## src/mskSettings.svh

```systemverilog
`ifndef MSK_SETTINGS_SVH
`define MSK_SETTINGS_SVH

// Samples produced for every transmitted bit
`define MSK_SAMPLES_PER_BIT 8

// Table entries around one full carrier turn
// One bit moves the phase a quarter turn
`define MSK_PHASE_STEPS 32

// Words held by each FIFO
`define MSK_FIFO_DEPTH 16

// Peak table amplitude
`define MSK_SAMPLE_MAX 7

`endif

```

## src/mskPkg.sv

```systemverilog
package mskPkg;

	//////////////////////////////////////////////////
	// Data words and samples
	//////////////////////////////////////////////////

	// User word, four bits, LSB sent first
	typedef logic [3:0] nibble_t;

	// Signed I or Q sample
	typedef logic signed [3:0] sample_t;

	// Index into the cosine table
	typedef logic [4:0] phase_t;

	// FIFO pointer, MSB is the wrap bit
	typedef logic [4:0] fifoPtr_t;

	// Sample and vote counter, counts up to 8
	typedef logic [3:0] voteCount_t;

	// Cross product of two sample pairs
	typedef logic signed [8:0] crossProduct_t;

	// Modulator FSM
	typedef enum logic {IDLE, SENDING} modState_t;

endpackage

```

## src/mskLoopTop.sv

```systemverilog
`timescale 1ns/1ps

module mskLoopTop import mskPkg::*; (
	input	logic		inClock			,
	input	logic		i_reset			,

	input	logic		i_txWrite		,
	input	nibble_t	i_txData		,
	output	logic		o_txFull		,

	input	logic		i_rxRead		,
	output	nibble_t	o_rxData		,
	output	logic		o_rxEmpty		,
	output	logic		o_rxOverflow
);

	//////////////////////////////////////////////////
	// Stage to stage wires
	//////////////////////////////////////////////////

	// FIFO -> modulator
	logic		txBit;
	logic		txEmpty;
	logic		takeBit;

	// Modulator -> detector
	logic		sampleValid;
	sample_t	sinI;
	sample_t	sinQ;

	// Detector -> recovery
	logic		dirValid;
	logic		dir;

	// Recovery -> receive FIFO
	logic		bitValid;
	logic		rxBit;

	//////////////////////////////////////////////////
	// Transmit side
	//////////////////////////////////////////////////

	txBitFifo u_txFifo (
		.inClock		(inClock		),
		.i_reset		(i_reset		),
		.i_write		(i_txWrite		),
		.i_data			(i_txData		),
		.i_takeBit		(takeBit		),
		.o_full			(o_txFull		),
		.o_empty		(txEmpty		),
		.o_bit			(txBit			)
	);

	mskModulator u_modulator (
		.inClock		(inClock		),
		.i_reset		(i_reset		),
		.i_bit			(txBit			),
		.i_empty		(txEmpty		),
		.o_takeBit		(takeBit		),
		.o_sampleValid	(sampleValid	),
		.o_sinI			(sinI			),
		.o_sinQ			(sinQ			)
	);

	//////////////////////////////////////////////////
	// Receive side
	//////////////////////////////////////////////////

	// Modulator output looped straight into the detector
	phaseDetector u_detector (
		.inClock		(inClock		),
		.i_reset		(i_reset		),
		.i_sampleValid	(sampleValid	),
		.i_sinI			(sinI			),
		.i_sinQ			(sinQ			),
		.o_dirValid		(dirValid		),
		.o_dir			(dir			)
	);

	symbolRecovery u_recovery (
		.inClock		(inClock		),
		.i_reset		(i_reset		),
		.i_dirValid		(dirValid		),
		.i_dir			(dir			),
		.o_bitValid		(bitValid		),
		.o_bit			(rxBit			)
	);

	rxNibbleFifo u_rxFifo (
		.inClock		(inClock		),
		.i_reset		(i_reset		),
		.i_bitValid		(bitValid		),
		.i_bit			(rxBit			),
		.i_read			(i_rxRead		),
		.o_data			(o_rxData		),
		.o_empty		(o_rxEmpty		),
		.o_overflow		(o_rxOverflow	)
	);

endmodule

```

## src/mskModulator.sv

```systemverilog
`timescale 1ns/1ps

`include "mskSettings.svh"

module mskModulator import mskPkg::*; (
	input	logic		inClock			,
	input	logic		i_reset			,
	input	logic		i_bit			,
	input	logic		i_empty			,
	output	logic		o_takeBit		,
	output	logic		o_sampleValid	,
	output	sample_t	o_sinI			,
	output	sample_t	o_sinQ
);

	// Cosine of amplitude 7, rounded, one entry per phase step
	localparam sample_t cosTable [`MSK_PHASE_STEPS] = '{
		 4'sd7,  4'sd7,  4'sd6,  4'sd6,  4'sd5,  4'sd4,  4'sd3,  4'sd1,
		 4'sd0, -4'sd1, -4'sd3, -4'sd4, -4'sd5, -4'sd6, -4'sd6, -4'sd7,
		-4'sd7, -4'sd7, -4'sd6, -4'sd6, -4'sd5, -4'sd4, -4'sd3, -4'sd1,
		 4'sd0,  4'sd1,  4'sd3,  4'sd4,  4'sd5,  4'sd6,  4'sd6,  4'sd7
	};

	// Q lags I by a quarter turn, so Q is the sine
	localparam phase_t quarterTurn = phase_t'(`MSK_PHASE_STEPS / 4);

	modState_t	state;
	voteCount_t	sampleCnt;
	logic		curBit;
	logic		lastSample;
	phase_t		phase;
	phase_t		phaseNext;

	//////////////////////////////////////////////////
	// Bit hand-off
	//////////////////////////////////////////////////

	assign lastSample = (sampleCnt == voteCount_t'(`MSK_SAMPLES_PER_BIT - 1));

	// Take a bit when idle, or on the last sample to avoid a gap
	assign o_takeBit = !i_empty &&
		((state == IDLE) || ((state == SENDING) && lastSample));

	// One: quarter turn forward, zero: quarter turn back
	assign phaseNext = curBit ? phase + 1'b1 : phase - 1'b1;

	//////////////////////////////////////////////////
	// FSM and phase accumulator
	//////////////////////////////////////////////////

	always_ff @(posedge inClock) begin
		if (i_reset) begin
			state         <= IDLE;
			sampleCnt     <= '0;
			phase         <= '0;
			o_sampleValid <= 1'b0;
		end else begin
			o_sampleValid <= (state == SENDING);
			case (state)
				IDLE: begin
					if (o_takeBit) begin
						state     <= SENDING;
						sampleCnt <= '0;
					end
				end
				SENDING: begin
					// Phase carries over between bits and through idle
					phase <= phaseNext;
					if (lastSample) begin
						sampleCnt <= '0;
						if (!o_takeBit) begin
							state <= IDLE;
						end
					end else begin
						sampleCnt <= sampleCnt + 1'b1;
					end
				end
				default: state <= IDLE;
			endcase
		end
	end

	// Bit latch and sample lookup
	always_ff @(posedge inClock) begin
		if (o_takeBit) begin
			curBit <= i_bit;
		end
		if (state == SENDING) begin
			o_sinI <= cosTable[phaseNext];
			o_sinQ <= cosTable[phaseNext - quarterTurn];
		end
	end

endmodule

```

## src/phaseDetector.sv

```systemverilog
`timescale 1ns/1ps

`include "mskSettings.svh"

module phaseDetector import mskPkg::*; (
	input	logic		inClock			,
	input	logic		i_reset			,
	input	logic		i_sampleValid	,
	input	sample_t	i_sinI			,
	input	sample_t	i_sinQ			,
	output	logic		o_dirValid		,
	output	logic		o_dir
);

	sample_t		prevI;
	sample_t		prevQ;
	crossProduct_t	crossProd;

	//////////////////////////////////////////////////
	// Rotation from previous to current sample
	//////////////////////////////////////////////////

	// Sign of prev x curr gives the direction
	// Operands widened with their sign
	assign crossProd = crossProduct_t'(prevI) * crossProduct_t'(i_sinQ) -
		crossProduct_t'(prevQ) * crossProduct_t'(i_sinI);

	always_ff @(posedge inClock) begin
		if (i_reset) begin
			// Matches modulator phase 0 after reset
			prevI      <= sample_t'(`MSK_SAMPLE_MAX);
			prevQ      <= '0;
			o_dirValid <= 1'b0;
		end else begin
			o_dirValid <= i_sampleValid;
			// Last pair held across gaps
			if (i_sampleValid) begin
				prevI <= i_sinI;
				prevQ <= i_sinQ;
			end
		end
	end

	// Positive cross product means counter-clockwise
	always_ff @(posedge inClock) begin
		if (i_sampleValid) begin
			o_dir <= (crossProd > 0);
		end
	end

endmodule

```

## src/rxNibbleFifo.sv

```systemverilog
`timescale 1ns/1ps

`include "mskSettings.svh"

module rxNibbleFifo import mskPkg::*; (
	input	logic		inClock		,
	input	logic		i_reset		,
	input	logic		i_bitValid	,
	input	logic		i_bit		,
	input	logic		i_read		,
	output	nibble_t	o_data		,
	output	logic		o_empty		,
	output	logic		o_overflow
);

	localparam int addrBits = $clog2(`MSK_FIFO_DEPTH);

	nibble_t	mem [`MSK_FIFO_DEPTH];
	nibble_t	shiftReg;
	nibble_t	packedWord;
	logic [1:0]	bitCnt;
	logic		wordDone;
	logic		full;
	logic		doWrite;
	logic		doRead;
	fifoPtr_t	wrPtr;
	fifoPtr_t	rdPtr;

	//////////////////////////////////////////////////
	// Bit packer
	//////////////////////////////////////////////////

	// LSB first, new bit enters at the top
	assign packedWord = {i_bit, shiftReg[3:1]};
	assign wordDone   = i_bitValid && (bitCnt == 2'd3);

	always_ff @(posedge inClock) begin
		if (i_bitValid) begin
			shiftReg <= packedWord;
		end
	end

	//////////////////////////////////////////////////
	// Word buffer
	//////////////////////////////////////////////////

	assign full    = (wrPtr[addrBits] != rdPtr[addrBits]) &&
		(wrPtr[addrBits-1:0] == rdPtr[addrBits-1:0]);
	assign o_empty = (wrPtr == rdPtr);
	assign doWrite = wordDone && !full;
	// Reads on empty are ignored
	assign doRead  = i_read && !o_empty;

	// Head word, zero while empty
	assign o_data = o_empty ? '0 : mem[rdPtr[addrBits-1:0]];

	always_ff @(posedge inClock) begin
		if (doWrite) begin
			mem[wrPtr[addrBits-1:0]] <= packedWord;
		end
	end

	always_ff @(posedge inClock) begin
		if (i_reset) begin
			bitCnt     <= '0;
			wrPtr      <= '0;
			rdPtr      <= '0;
			o_overflow <= 1'b0;
		end else begin
			if (i_bitValid) begin
				bitCnt <= bitCnt + 1'b1;
			end
			if (doWrite) begin
				wrPtr <= wrPtr + 1'b1;
			end
			if (doRead) begin
				rdPtr <= rdPtr + 1'b1;
			end
			// Sticky until reset
			if (wordDone && full) begin
				o_overflow <= 1'b1;
			end
		end
	end

endmodule

```

## src/symbolRecovery.sv

```systemverilog
`timescale 1ns/1ps

`include "mskSettings.svh"

module symbolRecovery import mskPkg::*; (
	input	logic	inClock		,
	input	logic	i_reset		,
	input	logic	i_dirValid	,
	input	logic	i_dir		,
	output	logic	o_bitValid	,
	output	logic	o_bit
);

	logic		prevValid;
	logic		windowEnd;
	voteCount_t	sampleCnt;
	voteCount_t	voteCnt;
	voteCount_t	baseCnt;
	voteCount_t	baseVotes;
	voteCount_t	nextCnt;
	voteCount_t	nextVotes;

	//////////////////////////////////////////////////
	// Window counting
	//////////////////////////////////////////////////

	// A gap before this direction starts a fresh window
	always_comb begin
		baseCnt   = prevValid ? sampleCnt : '0;
		baseVotes = prevValid ? voteCnt : '0;
		nextCnt   = baseCnt + 1'b1;
		nextVotes = baseVotes + voteCount_t'(i_dir);
	end

	assign windowEnd = i_dirValid &&
		(nextCnt == voteCount_t'(`MSK_SAMPLES_PER_BIT));

	always_ff @(posedge inClock) begin
		if (i_reset) begin
			prevValid  <= 1'b0;
			sampleCnt  <= '0;
			voteCnt    <= '0;
			o_bitValid <= 1'b0;
		end else begin
			prevValid  <= i_dirValid;
			o_bitValid <= windowEnd;
			if (windowEnd) begin
				sampleCnt <= '0;
				voteCnt   <= '0;
			end else if (i_dirValid) begin
				sampleCnt <= nextCnt;
				voteCnt   <= nextVotes;
			end
		end
	end

	// Majority, more than half counter-clockwise -> one
	always_ff @(posedge inClock) begin
		if (windowEnd) begin
			o_bit <= (nextVotes > voteCount_t'(`MSK_SAMPLES_PER_BIT / 2));
		end
	end

endmodule

```

## src/txBitFifo.sv

```systemverilog
`timescale 1ns/1ps

`include "mskSettings.svh"

module txBitFifo import mskPkg::*; (
	input	logic		inClock		,
	input	logic		i_reset		,
	input	logic		i_write		,
	input	nibble_t	i_data		,
	input	logic		i_takeBit	,
	output	logic		o_full		,
	output	logic		o_empty		,
	output	logic		o_bit
);

	// Address bits below the wrap bit
	localparam int addrBits = $clog2(`MSK_FIFO_DEPTH);

	nibble_t	mem [`MSK_FIFO_DEPTH];
	fifoPtr_t	wrPtr;
	fifoPtr_t	rdPtr;
	logic [1:0]	bitIdx;
	logic		doWrite;
	logic		doTake;

	//////////////////////////////////////////////////
	// Flags
	//////////////////////////////////////////////////

	// Same address, different lap -> full
	assign o_full  = (wrPtr[addrBits] != rdPtr[addrBits]) &&
		(wrPtr[addrBits-1:0] == rdPtr[addrBits-1:0]);
	assign o_empty = (wrPtr == rdPtr);

	// Writes into a full buffer are dropped
	assign doWrite = i_write && !o_full;
	assign doTake  = i_takeBit && !o_empty;

	// Current bit of the head word
	assign o_bit = mem[rdPtr[addrBits-1:0]][bitIdx];

	//////////////////////////////////////////////////
	// Storage
	//////////////////////////////////////////////////

	always_ff @(posedge inClock) begin
		if (doWrite) begin
			mem[wrPtr[addrBits-1:0]] <= i_data;
		end
	end

	//////////////////////////////////////////////////
	// Pointers and bit index
	//////////////////////////////////////////////////

	always_ff @(posedge inClock) begin
		if (i_reset) begin
			wrPtr  <= '0;
			rdPtr  <= '0;
			bitIdx <= '0;
		end else begin
			if (doWrite) begin
				wrPtr <= wrPtr + 1'b1;
			end
			if (doTake) begin
				bitIdx <= bitIdx + 1'b1;
				// Word done after bit 3, move to next word
				if (bitIdx == 2'd3) begin
					rdPtr <= rdPtr + 1'b1;
				end
			end
		end
	end

endmodule
```

## config.mk

```make
export PLATFORM = sky130hd
export DESIGN_NAME = mskLoopTop
export DESIGN_NICKNAME = d
export VERILOG_FILES = /design/src/mskPkg.sv /design/src/mskLoopTop.sv /design/src/mskModulator.sv /design/src/phaseDetector.sv /design/src/rxNibbleFifo.sv /design/src/symbolRecovery.sv /design/src/txBitFifo.sv
export VERILOG_INCLUDE_DIRS = /design/src /design/src/src
export SDC_FILE = /design/constraint.sdc
export NUM_CORES = 1
export LEC_CHECK = 0
export ABC_AREA = 1
export BUFFER_PORTS_ARGS = -buffer_cell sky130_fd_sc_hd__clkbuf_2
export CORE_MARGIN = 5
export CORE_UTILIZATION = 60
export DETAILED_ROUTE_END_ITERATION = 8
export PLACE_DENSITY_LB_ADDON = 0.3
export SETUP_SLACK_MARGIN = 0.1
export SYNTH_ARGS = -nofsm -noshare
export SYNTH_HDL_FRONTEND = slang
export SYNTH_HIERARCHICAL = 1
export SYNTH_SLANG_ARGS = --single-unit
```

## constraint.sdc

```tcl
create_clock -name inClock -period 5.1 [get_ports inClock]
set_input_delay 0 -clock inClock [delete_from_list [all_inputs] [get_ports inClock]]
set_output_delay 0 -clock inClock [all_outputs]
set_load 0.03 [all_outputs]
```

After elaboration in Yosys (flattened, before gate mapping)
Memory sizes are Yosys's and may differ from the RTL's. A register that Yosys moved wholly into a read port is not among the register bits. Index checks and enable logic that the tools add are counted.

Add/subtract/negate cells: 13. Multipliers: 2. Magnitude comparators: 3. Eq/ne operators: 11. Muxes and demuxes: 20. Bitwise logic cells: 3. Reduce and logical (&&, ||, !) cells: 18.

Operators with widths (number): 4-bit 2-to-1 mux (9); 5-bit by 1-bit adder with 5-bit output, second input constant (5); 4-bit by 4-bit multiplier with 8-bit output (2); 5-bit NOT with 6-bit output (2); 1-bit logical AND (11); 5-bit equality test (2); 9-bit by 1-bit > comparator with 1-bit output, second input constant (1); 8-bit by 8-bit subtractor with 9-bit output (1); 4-bit by 1-bit adder with 4-bit output, second input constant (2); 4-bit equality test (2); 4-bit one-hot mux with 2 select lines (1); 1-bit 2-to-1 mux (7); 5-bit 2-to-1 mux (1); 5-bit by 1-bit subtractor with 5-bit output, second input constant (1); 5-bit by 4-bit subtractor with 5-bit output, second input constant (1); 2-bit by 1-bit adder with 2-bit output, second input constant (2); 4-bit by 1-bit adder with 4-bit output (1); 2-bit equality test, second input constant (2); 4-bit by 3-bit equality test with 1-bit output, second input constant (1); 4-bit equality test, second input constant (1); 4-bit by 3-bit > comparator with 1-bit output, second input constant (1); 1-bit zero test (4); 2-bit by 3-bit < comparator with 1-bit output, second input constant (1); 1-bit binary-select mux with 2-bit select (1); other kinds (7) (8).

Flip-flop bits (word level): 62. Bits in writable memories: 128. Bits in read-only memories: 256. Output and inout bits: 7. Word-level logic and storage cells: 96. Memories: 4.

Memories: (no name shown) (depth 32, width 4, rd ports 1, clocked after memory_dff 1, wr ports 0, line mskModulator.sv:89) `o_sinI <= cosTable[phaseNext];`; (no name shown) (depth 32, width 4, rd ports 1, clocked after memory_dff 1, wr ports 0, line mskModulator.sv:90) `o_sinQ <= cosTable[phaseNext - quarterTurn];`; u_rxFifo.mem (depth 16, width 4, rd ports 1, clocked after memory_dff 1, wr ports 1, line rxNibbleFifo.sv:18) `` nibble_t mem [`MSK_FIFO_DEPTH]; ``; u_txFifo.mem (depth 16, width 4, rd ports 1, clocked after memory_dff 1, wr ports 1, line txBitFifo.sv:19) `` nibble_t mem [`MSK_FIFO_DEPTH]; ``.

Logic depth before layout (Yosys ltp)
Depth in word-level cells: 8. Gate-level depth with buffers: 24. Depth with buffers taken out: 24.

Cells and area by module
Netlist, hierarchy kept.

Modules (own cells, without submodules): rxNibbleFifo (instances 1, cells an instance 371, area an instance 3668.5 um2); txBitFifo (instances 1, cells an instance 343, area an instance 3543.4 um2); phaseDetector (instances 1, cells an instance 267, area an instance 1945.6 um2); mskModulator (instances 1, cells an instance 171, area an instance 1249.9 um2); symbolRecovery (instances 1, cells an instance 85, area an instance 613.1 um2).

Least setup slack after synthesis
OpenSTA, ideal clock, no wires.

Path kind: reg-to-reg. From: reg u_modulator.o_sinI[0]. To: reg u_detector.o_dir, data pin. Setup time: 255 ps. Arrival: 3947 ps. Setup slack: 898 ps. Cell stages (with the launch flop): 20. Path through: edfxtp_1 -> nand2_1 -> inv_1 -> fa_1 -> inv_1 -> fa_1 -> fa_1 -> fa_1 -> ha_1 -> ha_1 -> nand2_1 -> nor2_1 -> nor2_1 -> nand2_1 -> nand2_1 -> nand2_1 -> nor2_1 -> nand2_2 -> nand2_1 -> nor2_1.

Word-level cells in the longest chain between the ends: 3.

Ends and longest elaborated chain: from (decl) (line mskModulator.sv:12) `output sample_t o_sinI ,`; 4-bit by 4-bit multiplier with 8-bit output (line phaseDetector.sv:26) `crossProduct_t'(prevQ) * crossProduct_t'(i_sinI);`; 8-bit by 8-bit subtractor with 9-bit output (line phaseDetector.sv:25) `assign crossProd = crossProduct_t'(prevI) * crossProduct_t'(i_sinQ) -`; 9-bit by 1-bit > comparator with 1-bit output (line phaseDetector.sv:47) `o_dir <= (crossProd > 0);`; to (signal assigned) (line phaseDetector.sv:47); to (decl) (line phaseDetector.sv:12) `output logic o_dir`.

No other way between the ends. A chain may end at the register's enable or synchronous reset.

Worst setup path after layout
Same ends and word-level chain as after synthesis.

==> impl_metrics.toml <==
[floorplanning]
die-area_um2 = 21200
die_w_um = 146
start_util = 0.611
std_cell_rows = 49
fp.dieH_um = 146
ios = 15
core_area_um2 = 18000

[layout]
multi_input_area_um2 = 4690
antenna_cells = 0
area_growth_pct = 8.79
n_fill_cell = 1385
final_area_um2 = 12000
seq_area_um2 = 5530
nets = 1338
layout-drive-gt1-share = 0.0835

[worst_setup_path]
slowest_delay_ps = 570
cp.required_ps = 5350
crit_buf_inv = 2
worst_setup_path_start_kind = "flop"
setup.worst_path.end_class = "flop"
cp_max_fo = 5
crit_family = "adder cells"
crit_top_cell = "nand2_1"
slowest_stage = "fa_1"
worstSetupPathType = "flop to flop"
cp.arrival_ps = 4690
path_cells = "nand2_1 -> inv_1 -> fa_1 -> inv_1 -> fa_1 -> fa_1 -> fa_1 -> ha_1 -> ha_1 -> nand2_1 -> nor2_1 -> nor2_1 -> nand2_1 -> nand2_1 -> nand2_1 -> nor2_1 -> nand2_2 -> nand2_1 -> nor2_1"

[timing]
setup_tns_ps = 0
slew_headroom = 0.340
skew_ps = 19.3
setup_viol = 0
worst_slew_pin_slew_ps = 988
hold_violations = 0
finalMaxSlewViolations = 0
period_share = 0.870
fmax_mhz = 225
fin_crit_ps = 4440
rsz0062_at_grt = "false"

[synthesis]
synth-simple-area-share = 0.256
synth-edff-count = 142
syn_nets = 1322
yosys_warnings = 6
syn_area_um2 = 11000
ys_seq_elements = 205
synthXorXnorAreaFrac = 0.0143
synth_compound_area_frac = 0.0448
postSynthAreaPerCell_um2 = 8.91
netlist_instances = 1237
synth-adder-area-share = 0.107
synth_top_family_by_area = "simple AND/OR/NAND/NOR gates"
ys_seq_area_frac = 0.501
ys_async_sr_fraction = 0
synthFlopType = "edfxtp_1"
ys_types = 43
synth_mux_area_frac = 0.00272

[power_and_ir_drop]
power_density_nw_per_um2 = 557
irDropWorstVdd_mv = 0.798
p_leak_uw = 0.00525
finalPower_uw = 6680

[cts]
clkSinkCount = 205
ctsHoldBuffers = 6
cts_root_buf = "clkbuf_16"
clk_pin_slew_ps = 60
cts-resized-gates = 0
cts_setup_buffers = 0
cts_tree = "yes"
cts.htree.levels = 1
insertion_delay_ps = 510
cts_buffer_depth = 3
cts_buffers = 22

[placed_design]
post_dp_cell_area_um2 = 11200
port_buffers = 14
place_congestion = 0.852
place_hpwl_um = 14700

[global_route]
first_global_vias = 7830
grt_pass1_wl_um = 36500
grt_usage = 0.203
grt_max_degree = 42
grt-ovfl-total = 0
grt_antenna_before_repair = 0

[drt]
initialDrtViolationCount = 500
wl_per_cell_um = 14.3
vias = 8010
viasPerCell = 5.35
dr.pass1.iters = 5
antenna_left = 0
drc = 0
drt-total-wl_um = 21500

[worst_hold_path]
hold_class = "input port to flop"

[outcome]
outcome = "complete, no violations"

[run]
cap_violations = 0
## per-layer routing
metal | track usage | part of all wire | up-vias
met5 | 0 | 0 | -
met4 | 0.0574 | 0.018 | 0
met3 | 0.0268 | 0.038 | 34
met2 | 0.361 | 0.51 | 188
met1 | 0.261 | 0.44 | 3772
li1 | - | - | 4016
## stage by stage
step / setup slack, ps / instances / hold slack [ps] / utilization
6_report: 664 / 1498 / 16.5 / 0.665
5_1_grt: 369 / 1498 / 54.8 / 0.665
4_1_cts: 661 / 1498 / 6.40 / 0.665
3_5_place_dp: 692 / 1452 / 365 / 0.623
3_3_place_gp: 748 / 1452 / 353 / 0.623
2_1_floorplan: 898 / 1237 / 69.1 / -
## sequential cells by signal (all words and copies together), names as in the netlist, 2 cells and up, named ones only
register               flops
u_detector/prevQ           4
u_txFifo/wrPtr             5
u_recovery/sampleCnt       4
u_txFifo/rdPtr             5
u_modulator/sampleCnt      4
u_rxFifo/bitCnt            2
u_txFifo/bitIdx            2
u_modulator/o_sinQ         4
u_txFifo/mem              64
u_rxFifo/shiftReg          3
u_modulator/phase          5
u_rxFifo/wrPtr             5
u_recovery/voteCnt         4
u_detector/prevI           4
u_rxFifo/mem              64
u_rxFifo/rdPtr             5
u_modulator/o_sinI         4
## final timing paths
check / slack [ps] / cells after the start / from / to
max reg2reg: 660 / 19 / u_modulator/o_sinI[0] / u_detector/o_dir
min: 20 / 2 / i_reset / u_rxFifo/wrPtr[2]
min reg2reg: 480 / 2 / u_modulator/sampleCnt[3] / u_modulator/sampleCnt[3]
max: 660 / 19 / u_modulator/o_sinI[0] / u_detector/o_dir
## cell type report
type | count | area share
Clock buffer | 31 | 0.0521
Clock inverter | 9 | 0.00647
Inverter | 168 | 0.0534
Multi-Input combinational cell | 834 | 0.391
Sequential cell | 205 | 0.461
Tap cell | 229 | 0.0239
Timing Repair Buffer | 22 | 0.0121
## cell usage in the layout, fill, tap and decap left out, drive strengths merged
| cell type | n |
|---|---|
| clkinv | 8 |
| inv | 166 |
| o211ai | 11 |
| a32o | 1 |
| nor3 | 7 |
| edfxtp | 142 |
| xor2 | 9 |
| nand3 | 120 |
| or2 | 6 |
| nand4 | 3 |
| dfxtp | 63 |
| fa | 29 |
| clkbuf | 45 |
| ha | 48 |
| a221oi | 1 |
| nand3b | 3 |
| clkinvlp | 3 |
| and2 | 2 |
| a21oi | 34 |
| buf | 2 |
| nor2 | 138 |
| a31oi | 1 |
| mux2i | 3 |
| o21ai | 41 |
| dlygate4sd3 | 6 |
| xnor2 | 9 |
| nand2 | 368 |
## kinds of logic (layout without fill, tap and decap cells)
group                      Yosys count  after routing
muxes                                3              3
AOI/OAI and AO/OA                   89             89
buffers and inverters              198            230
and+or+nand+nor                    647            647
adders and majority gates           77             77
DFF                                205            205
xor gates and xnor gates            18             18
## cells in the mapped netlist (6+ instances only)
library cell,instances,share of area
a21oi_1,31,0.014
buf_2,12,0.0054
clkbuf_1,11,0.0037
dfxtp_1,63,0.11
edfxtp_1,142,0.39
fa_1,29,0.053
ha_1,48,0.054
inv_1,158,0.054
inv_2,6,0.0020
nand2_1,343,0.12
nand2_2,16,0.0091
nand2_4,7,0.0072
nand3_1,111,0.050
nand3_2,8,0.0073
nor2_1,133,0.045
nor3_1,7,0.0032
o211ai_1,11,0.0075
o21ai_0,37,0.017
xnor2_1,9,0.0072
xor2_1,9,0.0072
## report_power, final
| part | total (uW) | switching, uW | internal, uW |
|---|---|---|---|
| sequential | 1930 | 71.3 | 1860 |
| clock | 1500 | 632 | 863 |
| combinational | 3250 | 1970 | 1290 |
Note: power is estimated with default switching activity, not from simulation.
